`src/hdl/aud_mem_pkg.sv`:
```
`default_nettype none

package aud_mem_pkg;

    // one SRAM word holds one signed audio sample
    typedef logic signed [15:0] sample_t;

    // SRAM word address
    typedef logic [19:0] addr_t;

    localparam addr_t START_ADDR = '0;           // playback always begins here

    // full SRAM size in words, 2^20
    localparam int DEFAULT_MEM_WORDS = 1048576;

    // clocks from the detected LRC fall to the sample tick
    // gives the SRAM read data time to settle
    localparam int TICK_DELAY = 2;

endpackage

`default_nettype wire

```
`src/hdl/aud_speed_pkg.sv`:
```
`default_nettype none

package aud_speed_pkg;

    // speed code fields
    // bits 6:3 fast step 1..8, bits 2:0 slow code c for divisor c+1, bit 7 unused
    typedef logic [7:0] speed_t;

    localparam int FAST_HI = 6;
    localparam int FAST_LO = 3;
    localparam int SLOW_HI = 2;
    localparam int SLOW_LO = 0;

    typedef logic [2:0] sub_cnt_t;               // position k inside one slow period
    typedef logic [3:0] weight_t;                // 0..8

    localparam int WEIGHT_SCALE_SHIFT = 3;       // weights are in eighths

    // weight of the newer sample, floor(8*k/N), rows by divisor N and columns by k
    localparam weight_t WEIGHT_TABLE [1:8][0:7] = '{
        '{4'd0, 4'd0, 4'd0, 4'd0, 4'd0, 4'd0, 4'd0, 4'd0},
        '{4'd0, 4'd4, 4'd0, 4'd0, 4'd0, 4'd0, 4'd0, 4'd0},
        '{4'd0, 4'd2, 4'd5, 4'd0, 4'd0, 4'd0, 4'd0, 4'd0},
        '{4'd0, 4'd2, 4'd4, 4'd6, 4'd0, 4'd0, 4'd0, 4'd0},
        '{4'd0, 4'd1, 4'd3, 4'd4, 4'd6, 4'd0, 4'd0, 4'd0},
        '{4'd0, 4'd1, 4'd2, 4'd4, 4'd5, 4'd6, 4'd0, 4'd0},
        '{4'd0, 4'd1, 4'd2, 4'd3, 4'd4, 4'd5, 4'd6, 4'd0},
        '{4'd0, 4'd1, 4'd2, 4'd3, 4'd4, 4'd5, 4'd6, 4'd7}
    };

    typedef enum logic [1:0] {
        IDLE,
        PLAY,
        PAUSE,
        STOP
    } play_state_t;

    // slow playback only when no fast step is given
    function automatic logic is_slow(speed_t speed);
        return (speed[FAST_HI:FAST_LO] == '0) && (speed[SLOW_HI:SLOW_LO] != '0);
    endfunction

endpackage

`default_nettype wire

```
`src/hdl/aud_lrck_sync.sv`:
```
`timescale 1ns/100ps
`default_nettype none

module aud_lrck_sync (
    input  wire  i_clk,
    input  wire  i_rst_n,
    input  wire  i_daclrck,
    output logic o_tick
);

    localparam int CNT_W = $clog2(aud_mem_pkg::TICK_DELAY + 1);

    logic             lrck_meta;
    logic             lrck_sync;
    logic             lrck_prev;
    logic             lrck_fall;
    logic [CNT_W-1:0] delay_cnt;

    // left channel starts on the falling edge
    assign lrck_fall = lrck_prev & ~lrck_sync;

    always_ff @(posedge i_clk or negedge i_rst_n) begin
        if (!i_rst_n) begin
            lrck_meta <= 1'b0;
            lrck_sync <= 1'b0;
            lrck_prev <= 1'b0;
            delay_cnt <= '0;
        end else begin
            lrck_meta <= i_daclrck;
            lrck_sync <= lrck_meta;
            lrck_prev <= lrck_sync;
            if (lrck_fall) begin
                delay_cnt <= CNT_W'(aud_mem_pkg::TICK_DELAY);
            end else if (delay_cnt != '0) begin
                delay_cnt <= delay_cnt - 1'b1;       // wait for SRAM data to settle
            end
        end
    end

    // one cycle strobe on the last count
    assign o_tick = (delay_cnt == CNT_W'(1));

endmodule

`default_nettype wire

```
`src/hdl/aud_play_ctrl.sv`:
```
`timescale 1ns/100ps
`default_nettype none

module aud_play_ctrl (
    input  wire  i_clk,
    input  wire  i_rst_n,
    input  wire  i_start,
    input  wire  i_pause,
    input  wire  i_stop,
    input  wire  i_done,
    input  wire  i_tick,
    input  wire  i_player_ack,
    output logic o_play,
    output logic o_clear,
    output logic o_player_en
);

    aud_speed_pkg::play_state_t state;
    aud_speed_pkg::play_state_t state_nxt;

    always_comb begin
        state_nxt = state;
        case (state)
            aud_speed_pkg::IDLE: begin
                if (i_start) begin
                    state_nxt = aud_speed_pkg::PLAY;
                end
            end
            aud_speed_pkg::PLAY: begin
                if (i_stop) begin
                    state_nxt = aud_speed_pkg::STOP;
                end else if (i_pause) begin
                    state_nxt = aud_speed_pkg::PAUSE;
                end else if (i_done) begin
                    state_nxt = aud_speed_pkg::IDLE;   // end of memory, address stays
                end
            end
            aud_speed_pkg::PAUSE: begin
                if (i_start) begin
                    state_nxt = aud_speed_pkg::PLAY;   // resume where we left off
                end else if (i_stop) begin
                    state_nxt = aud_speed_pkg::STOP;
                end
            end
            aud_speed_pkg::STOP: begin
                state_nxt = aud_speed_pkg::IDLE;
            end
            default: begin
                state_nxt = aud_speed_pkg::IDLE;
            end
        endcase
    end

    always_ff @(posedge i_clk or negedge i_rst_n) begin
        if (!i_rst_n) begin
            state       <= aud_speed_pkg::IDLE;
            o_player_en <= 1'b0;
        end else begin
            state <= state_nxt;
            // pause and stop win over a new sample
            if (i_pause || i_stop) begin
                o_player_en <= 1'b0;
            end else if (i_tick && state == aud_speed_pkg::PLAY) begin
                o_player_en <= 1'b1;                  // new sample for the player
            end else if (i_player_ack) begin
                o_player_en <= 1'b0;
            end
        end
    end

    assign o_play  = (state == aud_speed_pkg::PLAY);
    assign o_clear = (state == aud_speed_pkg::STOP); // single cycle, STOP always exits

endmodule

`default_nettype wire

```
`src/hdl/aud_addr_gen.sv`:
```
`timescale 1ns/100ps
`default_nettype none

module aud_addr_gen #(
    parameter int MEM_WORDS = aud_mem_pkg::DEFAULT_MEM_WORDS
) (
    input  wire                      i_clk,
    input  wire                      i_rst_n,
    input  wire                      i_tick,
    input  wire                      i_play,
    input  wire                      i_clear,
    input  wire aud_speed_pkg::speed_t i_speed,
    input  wire                      i_linear,
    output aud_mem_pkg::addr_t       o_addr,
    output aud_speed_pkg::sub_cnt_t  o_sub_cnt,
    output logic                     o_step_new,
    output logic                     o_done
);

    localparam int ADDR_W = $bits(aud_mem_pkg::addr_t);
    localparam logic [ADDR_W:0] LAST_ADDR = (ADDR_W + 1)'(MEM_WORDS - 1);

    logic [3:0]              fast_step;
    aud_speed_pkg::sub_cnt_t slow_code;       // N - 1
    logic                    slow;
    logic                    advance;
    logic                    past_end;
    logic                    step_event;
    aud_mem_pkg::addr_t      step;
    logic [ADDR_W:0]         addr_sum;
    aud_speed_pkg::sub_cnt_t sub_cnt_nxt;

    assign fast_step = i_speed[aud_speed_pkg::FAST_HI:aud_speed_pkg::FAST_LO];
    assign slow_code = i_speed[aud_speed_pkg::SLOW_HI:aud_speed_pkg::SLOW_LO];
    assign slow      = aud_speed_pkg::is_slow(i_speed);

    always_comb begin
        // all-zero code plays at normal speed
        step = aud_mem_pkg::addr_t'(1);
        if (!slow && fast_step != '0) begin
            step = aud_mem_pkg::addr_t'(fast_step);
        end

        if (!slow) begin
            advance = 1'b1;                       // fast, every tick
        end else if (i_linear) begin
            advance = (o_sub_cnt == '0);          // step first, then interpolate toward it
        end else begin
            advance = (o_sub_cnt == slow_code);   // hold, step on the last repeat
        end

        if (!slow || o_sub_cnt == slow_code) begin
            sub_cnt_nxt = '0;
        end else begin
            sub_cnt_nxt = o_sub_cnt + 1'b1;
        end
    end

    assign addr_sum   = {1'b0, o_addr} + {1'b0, step};
    assign past_end   = (addr_sum > LAST_ADDR);
    assign step_event = i_tick & i_play;

    assign o_step_new = step_event & advance & ~past_end;
    assign o_done     = step_event & advance & past_end;

    always_ff @(posedge i_clk or negedge i_rst_n) begin
        if (!i_rst_n) begin
            o_addr    <= aud_mem_pkg::START_ADDR;
            o_sub_cnt <= '0;
        end else if (i_clear) begin
            o_addr    <= aud_mem_pkg::START_ADDR;
            o_sub_cnt <= '0;
        end else if (step_event && !o_done) begin   // everything freezes at the end
            if (advance) begin
                o_addr <= addr_sum[ADDR_W-1:0];
            end
            o_sub_cnt <= sub_cnt_nxt;
        end
    end

endmodule

`default_nettype wire

```
`src/hdl/aud_interp.sv`:
```
`timescale 1ns/100ps
`default_nettype none

module aud_interp (
    input  wire                        i_clk,
    input  wire                        i_rst_n,
    input  wire                        i_tick,
    input  wire                        i_play,
    input  wire                        i_linear,
    input  wire aud_speed_pkg::speed_t   i_speed,
    input  wire aud_speed_pkg::sub_cnt_t i_sub_cnt,
    input  wire                        i_step_new,
    input  wire aud_mem_pkg::sample_t    i_sram_data,
    output aud_mem_pkg::sample_t         o_dac_data
);

    localparam aud_speed_pkg::weight_t W_FULL =
        aud_speed_pkg::weight_t'(1 << aud_speed_pkg::WEIGHT_SCALE_SHIFT);

    aud_mem_pkg::sample_t   held_sample;      // sample at the address last left
    logic [3:0]             divisor;
    aud_speed_pkg::weight_t weight;
    aud_speed_pkg::weight_t weight_inv;
    logic signed [21:0]     mix_sum;
    logic                   mix_sel;
    aud_mem_pkg::sample_t   next_sample;

    assign divisor    = {1'b0, i_speed[aud_speed_pkg::SLOW_HI:aud_speed_pkg::SLOW_LO]} + 4'd1;
    assign weight     = aud_speed_pkg::WEIGHT_TABLE[divisor][i_sub_cnt];
    assign weight_inv = W_FULL - weight;

    // k = 0 passes the sample through unweighted
    assign mix_sel = aud_speed_pkg::is_slow(i_speed) & i_linear & (i_sub_cnt != '0);

    always_comb begin
        mix_sum = i_sram_data * $signed({1'b0, weight})
                + held_sample * $signed({1'b0, weight_inv});
        if (mix_sel) begin
            next_sample = aud_mem_pkg::sample_t'(mix_sum >>> aud_speed_pkg::WEIGHT_SCALE_SHIFT);
        end else begin
            next_sample = i_sram_data;            // fast and hold modes
        end
    end

    always_ff @(posedge i_clk) begin
        if (i_tick && i_play && i_step_new) begin
            held_sample <= i_sram_data;
        end
    end

    always_ff @(posedge i_clk or negedge i_rst_n) begin
        if (!i_rst_n) begin
            o_dac_data <= '0;
        end else if (i_tick && i_play) begin
            o_dac_data <= next_sample;
        end
    end

endmodule

`default_nettype wire

```
`src/hdl/aud_dsp_top.sv`:
```
`timescale 1ns/100ps
`default_nettype none

module aud_dsp_top #(
    parameter int MEM_WORDS = aud_mem_pkg::DEFAULT_MEM_WORDS
) (
    input  wire                      i_clk,
    input  wire                      i_rst_n,
    input  wire                      i_start,
    input  wire                      i_pause,
    input  wire                      i_stop,
    input  wire aud_speed_pkg::speed_t i_speed,
    input  wire                      i_linear,
    input  wire                      i_daclrck,
    input  wire aud_mem_pkg::sample_t  i_sram_data,
    input  wire                      i_player_ack,
    output aud_mem_pkg::sample_t       o_dac_data,
    output aud_mem_pkg::addr_t         o_sram_addr,
    output logic                     o_player_en
);

    logic                    tick;
    logic                    play;
    logic                    clear;
    logic                    done;
    logic                    step_new;
    aud_speed_pkg::sub_cnt_t sub_cnt;

    aud_lrck_sync u_lrck_sync (
        .i_clk     (i_clk),
        .i_rst_n   (i_rst_n),
        .i_daclrck (i_daclrck),
        .o_tick    (tick)
    );

    aud_play_ctrl u_play_ctrl (
        .i_clk        (i_clk),
        .i_rst_n      (i_rst_n),
        .i_start      (i_start),
        .i_pause      (i_pause),
        .i_stop       (i_stop),
        .i_done       (done),
        .i_tick       (tick),
        .i_player_ack (i_player_ack),
        .o_play       (play),
        .o_clear      (clear),
        .o_player_en  (o_player_en)
    );

    aud_addr_gen #(
        .MEM_WORDS (MEM_WORDS)
    ) u_addr_gen (
        .i_clk      (i_clk),
        .i_rst_n    (i_rst_n),
        .i_tick     (tick),
        .i_play     (play),
        .i_clear    (clear),
        .i_speed    (i_speed),
        .i_linear   (i_linear),
        .o_addr     (o_sram_addr),
        .o_sub_cnt  (sub_cnt),
        .o_step_new (step_new),
        .o_done     (done)
    );

    // SRAM is combinational, data follows o_sram_addr
    aud_interp u_interp (
        .i_clk       (i_clk),
        .i_rst_n     (i_rst_n),
        .i_tick      (tick),
        .i_play      (play),
        .i_linear    (i_linear),
        .i_speed     (i_speed),
        .i_sub_cnt   (sub_cnt),
        .i_step_new  (step_new),
        .i_sram_data (i_sram_data),
        .o_dac_data  (o_dac_data)
    );

endmodule

`default_nettype wire

```
`config.mk`:
```
export PLATFORM = sky130hd
export DESIGN_NAME = aud_dsp_top
export DESIGN_NICKNAME = d
export VERILOG_FILES = /design/src/hdl/aud_mem_pkg.sv /design/src/hdl/aud_speed_pkg.sv /design/src/hdl/aud_lrck_sync.sv /design/src/hdl/aud_play_ctrl.sv /design/src/hdl/aud_addr_gen.sv /design/src/hdl/aud_interp.sv /design/src/hdl/aud_dsp_top.sv
export SDC_FILE = /design/constraint.sdc
export NUM_CORES = 1
export LEC_CHECK = 0
export BUFFER_PORTS_ARGS = -buffer_cell sky130_fd_sc_hd__buf_2
export CELL_PAD_IN_SITES_DETAIL_PLACEMENT = 0
export CELL_PAD_IN_SITES_GLOBAL_PLACEMENT = 1
export CORE_ASPECT_RATIO = 2
export CORE_MARGIN = 2
export CORE_UTILIZATION = 48
export DETAILED_ROUTE_END_ITERATION = 10
export PLACE_DENSITY = 0.93
export SYNTH_ARGS = -nofsm -noshare
export SYNTH_HDL_FRONTEND = slang
export SYNTH_HIERARCHICAL = 1
export SYNTH_SLANG_ARGS = --single-unit
```
`constraint.sdc`:
```
create_clock -name i_clk -period 8.35 [get_ports i_clk]
set_clock_uncertainty 0.2 [all_clocks]
set_input_delay 0.4175 -clock i_clk [delete_from_list [all_inputs] [get_ports i_clk]]
set_output_delay 0.4175 -clock i_clk [all_outputs]
set_load 0.005 [all_outputs]
```
## Word-level counts from Yosys, hierarchy flattened

Memories as Yosys holds them, arrays and structs flattened.
Cells that the tools add are included.

- Add/sub/neg operators: 6
- Multipliers: 2
- Div/mod/pow operators: 0
- Order comparisons: 3
- Equal/unequal tests: 8
- Shifts and indexed selects: 0
- Muxes and demuxes: 27
- Bitwise gates (word level): 11
- Reduce and logical (&&, ||, !) cells: 22

Operators with widths:

| operator | count |
|---|---|
| 2-to-1 mux 32 bit | 2 |
| 2-to-1 mux 20 bit | 3 |
| multiplier 16 x 5 -> 19 bit | 2 |
| adder 20 x 4 -> 21 bit | 1 |
| > comparator 21 x 20 -> 1 bit, second input constant | 1 |
| adder 19 bit | 1 |
| 2-to-1 mux 16 bit | 1 |
| 2-to-1 mux 2 bit | 8 |
| binary-select mux 4 bit (select 3 bit) | 1 |
| 2-to-1 mux 4 bit | 3 |
| 2-to-1 mux 3 bit | 3 |
| nonzero test 3 bit | 3 |
| one-hot mux 2 bit (4 select lines) | 1 |
| nonzero test 2 bit | 4 |
| AND 1 bit | 7 |
| >= comparator 5 bit, second input constant | 1 |
| logical AND 1 bit | 5 |
| 2-to-1 mux 1 bit | 5 |
| inverter 4 -> 5 bit | 1 |
| adder 3 x 1 -> 4 bit, second input constant | 1 |
| equality test 2 x 1 -> 1 bit, second input constant | 2 |
| equality test 2 bit, second input constant | 2 |
| >= comparator 4 bit, second input constant | 1 |
| logical NOT 4 bit | 1 |
| other kinds (16) | 19 |

- Register bits after elaboration: 63
- Latch bits: 0
- Memory bits (writable): 0
- Bits in read-only memories: 512
- Input port bits: 32
- Output and inout port bits: 37
- Memories: 1

Memories:

| name | depth | width | rd ports | clocked after Yosys merged registers in | write ports | line | source |
|---|---|---|---|---|---|---|---|
| (no name shown) | 16 | 32 | 1 | 0 | 0 | aud_interp.sv:29 | `assign weight = aud_speed_pkg::WEIGHT_TABLE[divisor][i_sub_cnt];` |

## Logic depth before layout (Yosys ltp)

Gate-level depths: netlist of run 1.

- Depth after elaboration: 12
- Mapped depth: 33
- Depth with buffers taken out: 29

## By module

Netlist of run 1, hierarchy kept.

By module, submodules not included:

| module | instances | cells an instance | area an instance (sq um) |
|---|---|---|---|
| aud_interp | 1 | 609 | 5706.7 |
| aud_addr_gen | 1 | 167 | 1557.7 |
| aud_lrck_sync | 1 | 14 | 190.2 |
| aud_play_ctrl | 1 | 15 | 150.1 |

## Worst setup path before layout of run 1

Ideal clock, no wire load.

- Path kind: input to register
- Start: in i_speed[0]
- End: reg u_interp.o_dac_data[15]
- Library setup time: 0.142 ns
- Arrival time: 7.562 ns
- Required time: 8.008 ns
- Setup slack: 0.445 ns
- Stages: 31
- Cells stage by stage: ha_1 > inv_1 > ha_1 > buf_6 > nand2b_1 > o311ai_0 > o32a_4 > clkbuf_1 > clkbuf_1 > inv_1 > ha_1 > xor2_1 > clkbuf_1 > nor2b_1 > ha_1 > fa_1 > fa_1 > fa_1 > inv_1 > fa_1 > inv_1 > ha_1 > a21o_1 > nand2_1 > a21oi_1 > o31ai_1 > a31oi_2 > a31o_4 > o41ai_4 > xnor2_1 > o221ai_1

- Cells in the longest elaborated chain, start to end: 12
- Elaborated cells between the ends (all ways): 17

Ends and longest elaborated chain:

| what | line | source |
|---|---|---|
| start, declared | aud_dsp_top.sv:12 | `input wire aud_speed_pkg::speed_t i_speed,` |
| adder 3 x 1 -> 4 bit | aud_interp.sv:28 | `assign divisor = {1'b0, i_speed[aud_speed_pkg::SLOW_HI:aud_speed_pkg::SLOW_LO]} + 4'd1;` |
| inverter 4 -> 5 bit (implied by the code) | aud_interp.sv:29 |  |
| memory (16 x 32 bit) | n/a |  |
| 2-to-1 mux 32 bit (implied by the code) (2 in a row) | aud_interp.sv:29 |  |
| binary-select mux 4 bit (select 3 bit) | aud_interp.sv:29 |  |
| 2-to-1 mux 4 bit (implied by the code) (2 in a row) | aud_interp.sv:29 |  |
| subtractor 4 bit | aud_interp.sv:30 | `assign weight_inv = W_FULL - weight;` |
| multiplier 16 x 5 -> 19 bit | aud_interp.sv:37 | `+ held_sample * $signed({1'b0, weight_inv});` |
| adder 19 bit | aud_interp.sv:37 |  |
| 2-to-1 mux 16 bit (*) | aud_interp.sv:38 | `if (mix_sel) begin` |
| end signal, assigned | aud_interp.sv:55 | `o_dac_data <= next_sample;` |
| end, declared | aud_interp.sv:14 | `output aud_mem_pkg::sample_t o_dac_data` |

Every way passes the cells marked *; elsewhere a longest branch is shown, timed or not. The select of a mux whose other input is x is not followed.
A chain may end at the register's enable or synchronous reset.

## Worst setup path in the final report of run 1

- Start: in i_speed[1]
- End: reg u_interp.o_dac_data[15]

The elaborated chain is that of the path after synthesis.

==> metrics.cfg, run 1 <==
[layout]
nFillCells=1433
drive_above_1_share_pct=12.9
fin_nets=1058
diodes=0
final_common_cell=inv_1
layout_common_cells=inv_1, ha_1, and2_1
syn2layout_area_growth_pct=10.8

[die]
io_pins=69
die_w_um=93.0
core-area_um2=15600
start_util_pct=48.7
die_y_um=182
dieArea_um2=16900
rows=65

[setup_path]
crit_required_ns=8.33
worst-path-max-fanout=16
path_buf_inv=7
max_stage_delay_ns=0.70
cpMaxStageDelayCell=ha_1
worstSetupStartpointType=input port
crit_path_end_kind=flop
r2r_end=u_interp/o_dac_data[15]
crit_type=input port to flop
rr_worst_depth=25
r2r_slack_ns=0.90
crit_path_frequent_cell=inv_1
arrival_ns=7.63
crit_family=adder cells
regToRegStartpoint=u_addr_gen/o_sub_cnt[0]

[clock_network]
cts_made_buffers=9
cts_root_buffer=clkbuf_16
post_cts_resize_count=0
cts_setup_buffers=0
cts_tree=built
holdBufCountCts=1
clock_latency_ns=0.34
cts_max_path_buffers=2
clock_sinks=63
path_clk_slew_ns=0.06
htreeDepth=3

[sta]
fin_crit_ns=7.65
tns_ns=0
fin_ws_ns=0.696
drv_slew=0
finalCritPeriodShare_pct=91.7
setup_viol=0
relSlewSlack_pct=27.9
final_hold_viol_count=0
tightest_slew_ns=1.08
max_freq_mhz=131
rsz0062_at_grt=false

[power_and_ir_drop]
p_leak_nw=4.24
powerDensity_nw_per_um2=152
ir_worst_vdd_mv=0.147

[drt]
vias=5758
drtAntennaViolNets=0
wl_um=16500
firstDrtPassIters=5
wl_per_cell_um=15.4
drt_iter0_drc=276
drcViolationCount=0
viasPerCell=5.38

[yosys]
avgSynthCellArea_um2=9.45
synth_area_um2=7600
synthesis.nets=999
ys_seq_elements=63
synth_ff_type=dfrtp_1
synthCells=805
ys_types=77
ys_async_sr_fraction_pct=74.6
yosysSeqAreaShare_pct=21.8
synth_warnings=6
synth-edff-count=16

[global_route]
track_usage_pct=21.0
grt_overflow=0
grt_pass1_vias=5865
grt_max_degree=48
antenna_found_initial=0
grt_pass1_wl_um=28300

[placement]
hpwl_um=12500
post-place-ws_ns=0.357
gp_routability_congestion=0.868
io_buffers=67

[outcome]
status=complete, no violations

[job]
cap_viol_max_count=0

[hold_path]
hp-class=input port to asynchronous set/reset pin

[synthesized netlist by cell type, types with 3 or more instances]
master / instances / area [µm²]
nor2b_1: 26 / 163
mux2i_1: 12 / 120
ha_1: 87 / 1090
and3_1: 3 / 18.8
nand3b_1: 4 / 30.0
o221ai_1: 5 / 43.8
or2_2: 4 / 25.0
xnor2_1: 32 / 280
or3_1: 6 / 37.5
fa_1: 75 / 1500
edfxtp_1: 16 / 480
nor2_1: 39 / 146
a21oi_1: 24 / 120
dfrtp_1: 47 / 1180
and2_1: 84 / 526
nand2_1: 43 / 161
a211oi_1: 6 / 45.0
o21a_1: 4 / 30.0
nor3_1: 9 / 45.0
clkbuf_1: 19 / 71.3
xor2_1: 5 / 43.8
o21ai_0: 21 / 105
nand3_1: 11 / 55.1
a31oi_1: 3 / 18.8
inv_1: 131 / 492
nand4_1: 3 / 18.8
nor4_1: 9 / 56.3
a21o_1: 5 / 37.5
mux2_1: 3 / 33.8
buf_2: 5 / 25.0
nand2b_1: 10 / 62.6
[final cells by class]
class	count	area, µm²	share of cell area, %
sequential	63	1660	19.7
inverter	131	492	5.84
timing repair buffer	75	398	4.72
clock inverter	6	60.1	0.713
clock buffer	10	229	2.72
multi-input combinational	584	5340	63.4
tap	201	251	2.99
[worst register-to-register path, stage by stage (launching register included)]
cell,delay [ns]
dfrtp_1,0.67
inv_1,0.13
or4_1,0.53
a32oi_1,0.26
inv_1,0.07
ha_1,0.70
and2_1,0.23
ha_1,0.14
inv_1,0.05
fa_1,0.54
inv_1,0.05
fa_1,0.46
fa_1,0.56
inv_1,0.06
fa_1,0.54
inv_1,0.05
ha_1,0.33
a21o_1,0.19
nand2_1,0.08
a21oi_1,0.09
o31ai_1,0.32
a31oi_2,0.21
a31o_4,0.31
o41ai_4,0.22
xnor2_1,0.15
o221ai_1,0.16
[cells by family after synthesis]
logic type                 share of synthesized area (%)
DFF                                                 21.8
adders and majority gates                           34.1
and+or+nand+nor                                     20.2
buffers and inverters                               8.03
xor gates and xnor gates                            4.26
muxes                                               2.22
AOI/OAI and AO/OA                                   9.49
[through the flow]
stage / util (%) / area, µm² / cells / power (mW) / hold WS, ns
final: 54.0 / 8420 / 1070 / 1.28 / 0.0623
after global routing: 54.0 / 8420 / 1070 / 1.38 / 0.112
after CTS: 54.0 / 8420 / 1070 / 1.29 / 0.101
after detailed placement: 52.0 / 8130 / 1053 / 0.906 / 0.175
after global placement: 52.0 / 8130 / 1053 / 0.892 / 0.174
after floorplan: - / 7600 / 805 / 0.753 / -0.0781
[how the worst max path moves through the flow]
stage	from	to	slack [ns]	depth (start not counted)
after floorplan	i_speed[0]	u_interp/o_dac_data[15]	0.45	31
after global placement	i_speed[1]	u_interp/o_dac_data[15]	0.45	27
after detailed placement	i_speed[1]	u_interp/o_dac_data[15]	0.36	29
after CTS	i_speed[1]	u_interp/o_dac_data[15]	0.68	29
final	i_speed[1]	u_interp/o_dac_data[15]	0.70	29
after global routing	i_speed[1]	u_interp/o_dac_data[15]	0.19	29
[layer usage]
metal  vias to the layer above  wire length (µm)  track usage [%]  share of wire, %
li1                       2750                 -                -                 -
met1                      2852              7210             28.6                44
met2                       131              8190             34.8                50
met3                        25               670             2.37               4.1
met4                         0               404             7.18               2.5
met5                         -                 0                0                 0
[flip-flops by register name, indices dropped and copies added, names as in the netlist]
register and cells:
u_lrck_sync/delay_cnt 2, u_lrck_sync/lrck_prev 1, u_interp/o_dac_data 16, u_addr_gen/o_sub_cnt 3
u_lrck_sync/lrck_sync 1, u_play_ctrl/state 2, u_addr_gen/o_addr 20, u_play_ctrl/o_player_en 1
u_interp/held_sample 16, u_lrck_sync/lrck_meta 1
[power by group]
part	internal, mW	switching, mW	leakage [nW]
Combinational	0.206	0.277	3.35
Clock	0.230	0.148	0.138
Sequential	0.377	0.0447	0.751
Total	0.813	0.470	4.24
No activity file was read; power rests on OpenSTA's default activity.
==> inputs of run 2 (changes only) <==
--- a/config.mk
+++ b/config.mk
@@ -12,8 +12,7 @@
 export CORE_MARGIN = 2
 export CORE_UTILIZATION = 48
 export DETAILED_ROUTE_END_ITERATION = 10
-export PLACE_DENSITY = 0.93
+export PLACE_DENSITY = 0.94
 export SYNTH_ARGS = -nofsm -noshare
 export SYNTH_HDL_FRONTEND = slang
-export SYNTH_HIERARCHICAL = 1
 export SYNTH_SLANG_ARGS = --single-unit
==> run 2 against run 1 <==
Critical path depth decreased by 1. Combinational power increased by 11%. Hold slack improved by 0.020 ns. Highest routed layer unchanged. Synthesized cell count decreased by 2.9%.
==> metrics.cfg, run 2 <==
[setup_path]
worstSetupStartpointType=input port
crit_type=input port to flop
arrival_ns=7.50
crit_required_ns=8.38
crit_path_end_kind=flop
worst-path-max-fanout=12

[sta]
relSlewSlack_pct=33.7
finalCritPeriodShare_pct=89.5
drv_slew=0
whs_ns=0.0825
final_hold_viol_count=0
max_freq_mhz=134
fin_crit_ns=7.47
tns_ns=0
setup_viol=0
tightest_slew_ns=0.991
rsz0062_at_grt=false

[layout]
top_register=u_addr_gen.o_addr
drive_above_1_share_pct=12.9
diodes=0
final_common_cell=inv_1
top_regs=u_addr_gen.o_addr: 20 flops, u_interp.held_sample: 16 flops, u_interp.o_dac_data: 16 flops
layout_common_cells=inv_1, ha_1, fa_1
fin_nets=1040
largest_reg_flops=20
syn2layout_area_growth_pct=11.5

[drt]
drtAntennaViolNets=0
viasPerCell=5.31
drt_iter0_drc=169
wl_per_cell_um=16.1
vias=5572
firstDrtPassIters=4
drcViolationCount=0
wl_um=16900

[placement]
hpwl_um=13700
gp_routability_congestion=0.805
io_buffers=67

[yosys]
synthesis.nets=975
ys_async_sr_fraction_pct=74.6
synth_area_um2=7410
avgSynthCellArea_um2=9.47
synthCells=782
synth-edff-count=16
synth_most_common_cell=inv_1
synth_ff_type=dfrtp_1
synth_area_leader_cell=fa_1
synth_warnings=0
ys_top_cells_by_area=fa_1, dfrtp_1, ha_1
ys_seq_elements=63
synth_common_cells=inv_1, ha_1, fa_1
yosysSeqAreaShare_pct=22.4
ys_types=65
yosysTopAreaCellShare_pct=20.3

[die]
die_y_um=180
io_pins=69
die_w_um=91.8
start_util_pct=48.7
core-area_um2=15200
rows=64
dieArea_um2=16500

[clock_network]
clock_sinks=63
cts_root_buffer=clkbuf_16
htreeDepth=3
clock_latency_ns=0.34
path_clk_slew_ns=0.06
cts_tree=built
cts_max_path_buffers=2
cts_made_buffers=9

[global_route]
track_usage_pct=22.3
grt_pass1_wl_um=29500
antenna_found_initial=0
grt_util_met1_pct=24.7
use_met2_pct=41.3
use_met3_pct=2.64
grt_busiest_layer=met2
grt_overflow=0
grt_pass1_vias=6250
grt_max_degree=48

[power_and_ir_drop]
ir_worst_vdd_mv=0.177
power_mw=1.36
powerDensity_nw_per_um2=164
p_leak_nw=4.29

[outcome]
status=complete, no violations

[hold_path]
hp-class=input port to flop

[job]
cap_viol_max_count=0

-- run 2: cell count changes in the layout (fill, tap and decap cells not counted), moves of 4 or more --
cell      delta
o21ai_0     +11
nand2b_1     -5
nor2_1       -9
nor2b_1     +12
nand3_1      +4
o221ai_1     -5
and2_1      -34
nor4_1       -9
a21oi_1     +11
xnor2_1     -13
mux2i_1      -5
xor2_1      +15
and3_1      +20
-- run 2: logic make-up (layout without fill, tap and decap cells) --
kind of cell / Yosys count / count (layout) / synth area share, %
AO/OA/AOI/OAI: 109 / 109 / 9.90
flip-flops: 63 / 63 / 22.4
adder cells (fa/ha/maj): 161 / 161 / 34.8
AND/OR/NAND/NOR: 244 / 244 / 18.6
buffers and inverters: 156 / 226 / 8.21
multiplexers: 9 / 9 / 1.30
XOR/XNOR: 40 / 40 / 4.83
-- run 2: through the flow --
stage	utilization (%)	instances	cell area, µm²	setup slack (ns)
3_5_place_dp	52.3	1032	7950	0.571
6_report	54.3	1050	8260	0.879
2_1_floorplan	-	782	7410	1.07
3_3_place_gp	52.3	1032	7950	0.650
4_1_cts	54.3	1050	8260	0.880
5_1_grt	54.3	1050	8260	0.504
-- run 2: per-layer routing --
metal / routed length [µm] / vias to the layer above
li1: - / 2678
met1: 6410 / 2748
met2: 9450 / 101
met3: 413 / 45
met4: 633 / 0
met5: 0 / -
-- run 2: area by class of cell --
cell class	instances	area, µm²
Clock buffer	14	275
Clock inverter	2	11.3
Fill cell	1419	6960
Inverter	132	497
Multi-Input combinational cell	563	5150
Sequential cell	63	1660
Tap cell	198	248
Timing Repair Buffer	78	423
-- run 2: timing repair --
action	4_1_cts	5_1_grt
resized for setup	0	0
buffers inserted	0	0
hold buffers	2	0
endpoints found under the hold margin	21	0
-- run 2: critical path: stages --
cell and delay [ns]:
buf_2 0.18, ha_1 0.17, inv_1 0.04, ha_1 0.37, or4_4 0.56, o311ai_4 0.10, and2_1 0.25, inv_1 0.08
ha_1 0.29, xnor2_2 0.33, buf_4 0.28, nor2b_1 0.08, ha_1 0.33, fa_1 0.53, fa_1 0.53, fa_1 0.56
inv_1 0.06, fa_1 0.54, inv_1 0.05, ha_1 0.32, nand2_1 0.15, o21ai_0 0.14, a41o_1 0.32, o21ai_1 0.20
nand3_1 0.14, xnor2_1 0.23, o21ai_0 0.11, o21a_1 0.15
-- run 2: path summary, 6_finish.rpt --
kind                                    startpoint                       to  slack, ns  cells after the start
min reg2reg                  u_lrck_sync.lrck_meta    u_lrck_sync.lrck_sync       0.15                      0
max reg2reg                u_addr_gen.o_sub_cnt[0]  u_interp.o_dac_data[12]       1.06                     25
max in group asynchronous                  i_rst_n     u_addr_gen.o_addr[3]       7.02                      3
min in group asynchronous                  i_rst_n    u_lrck_sync.lrck_meta       0.50                      3
min                                        i_pause  u_play_ctrl.o_player_en       0.08                      2
max                                     i_speed[1]  u_interp.o_dac_data[12]       0.88                     28
-- run 2: report_power, final --
part           switching, mW  total (mW)  internal (mW)
Combinational          0.308       0.537          0.229
Sequential            0.0593       0.451          0.392
Clock                  0.142       0.369          0.227
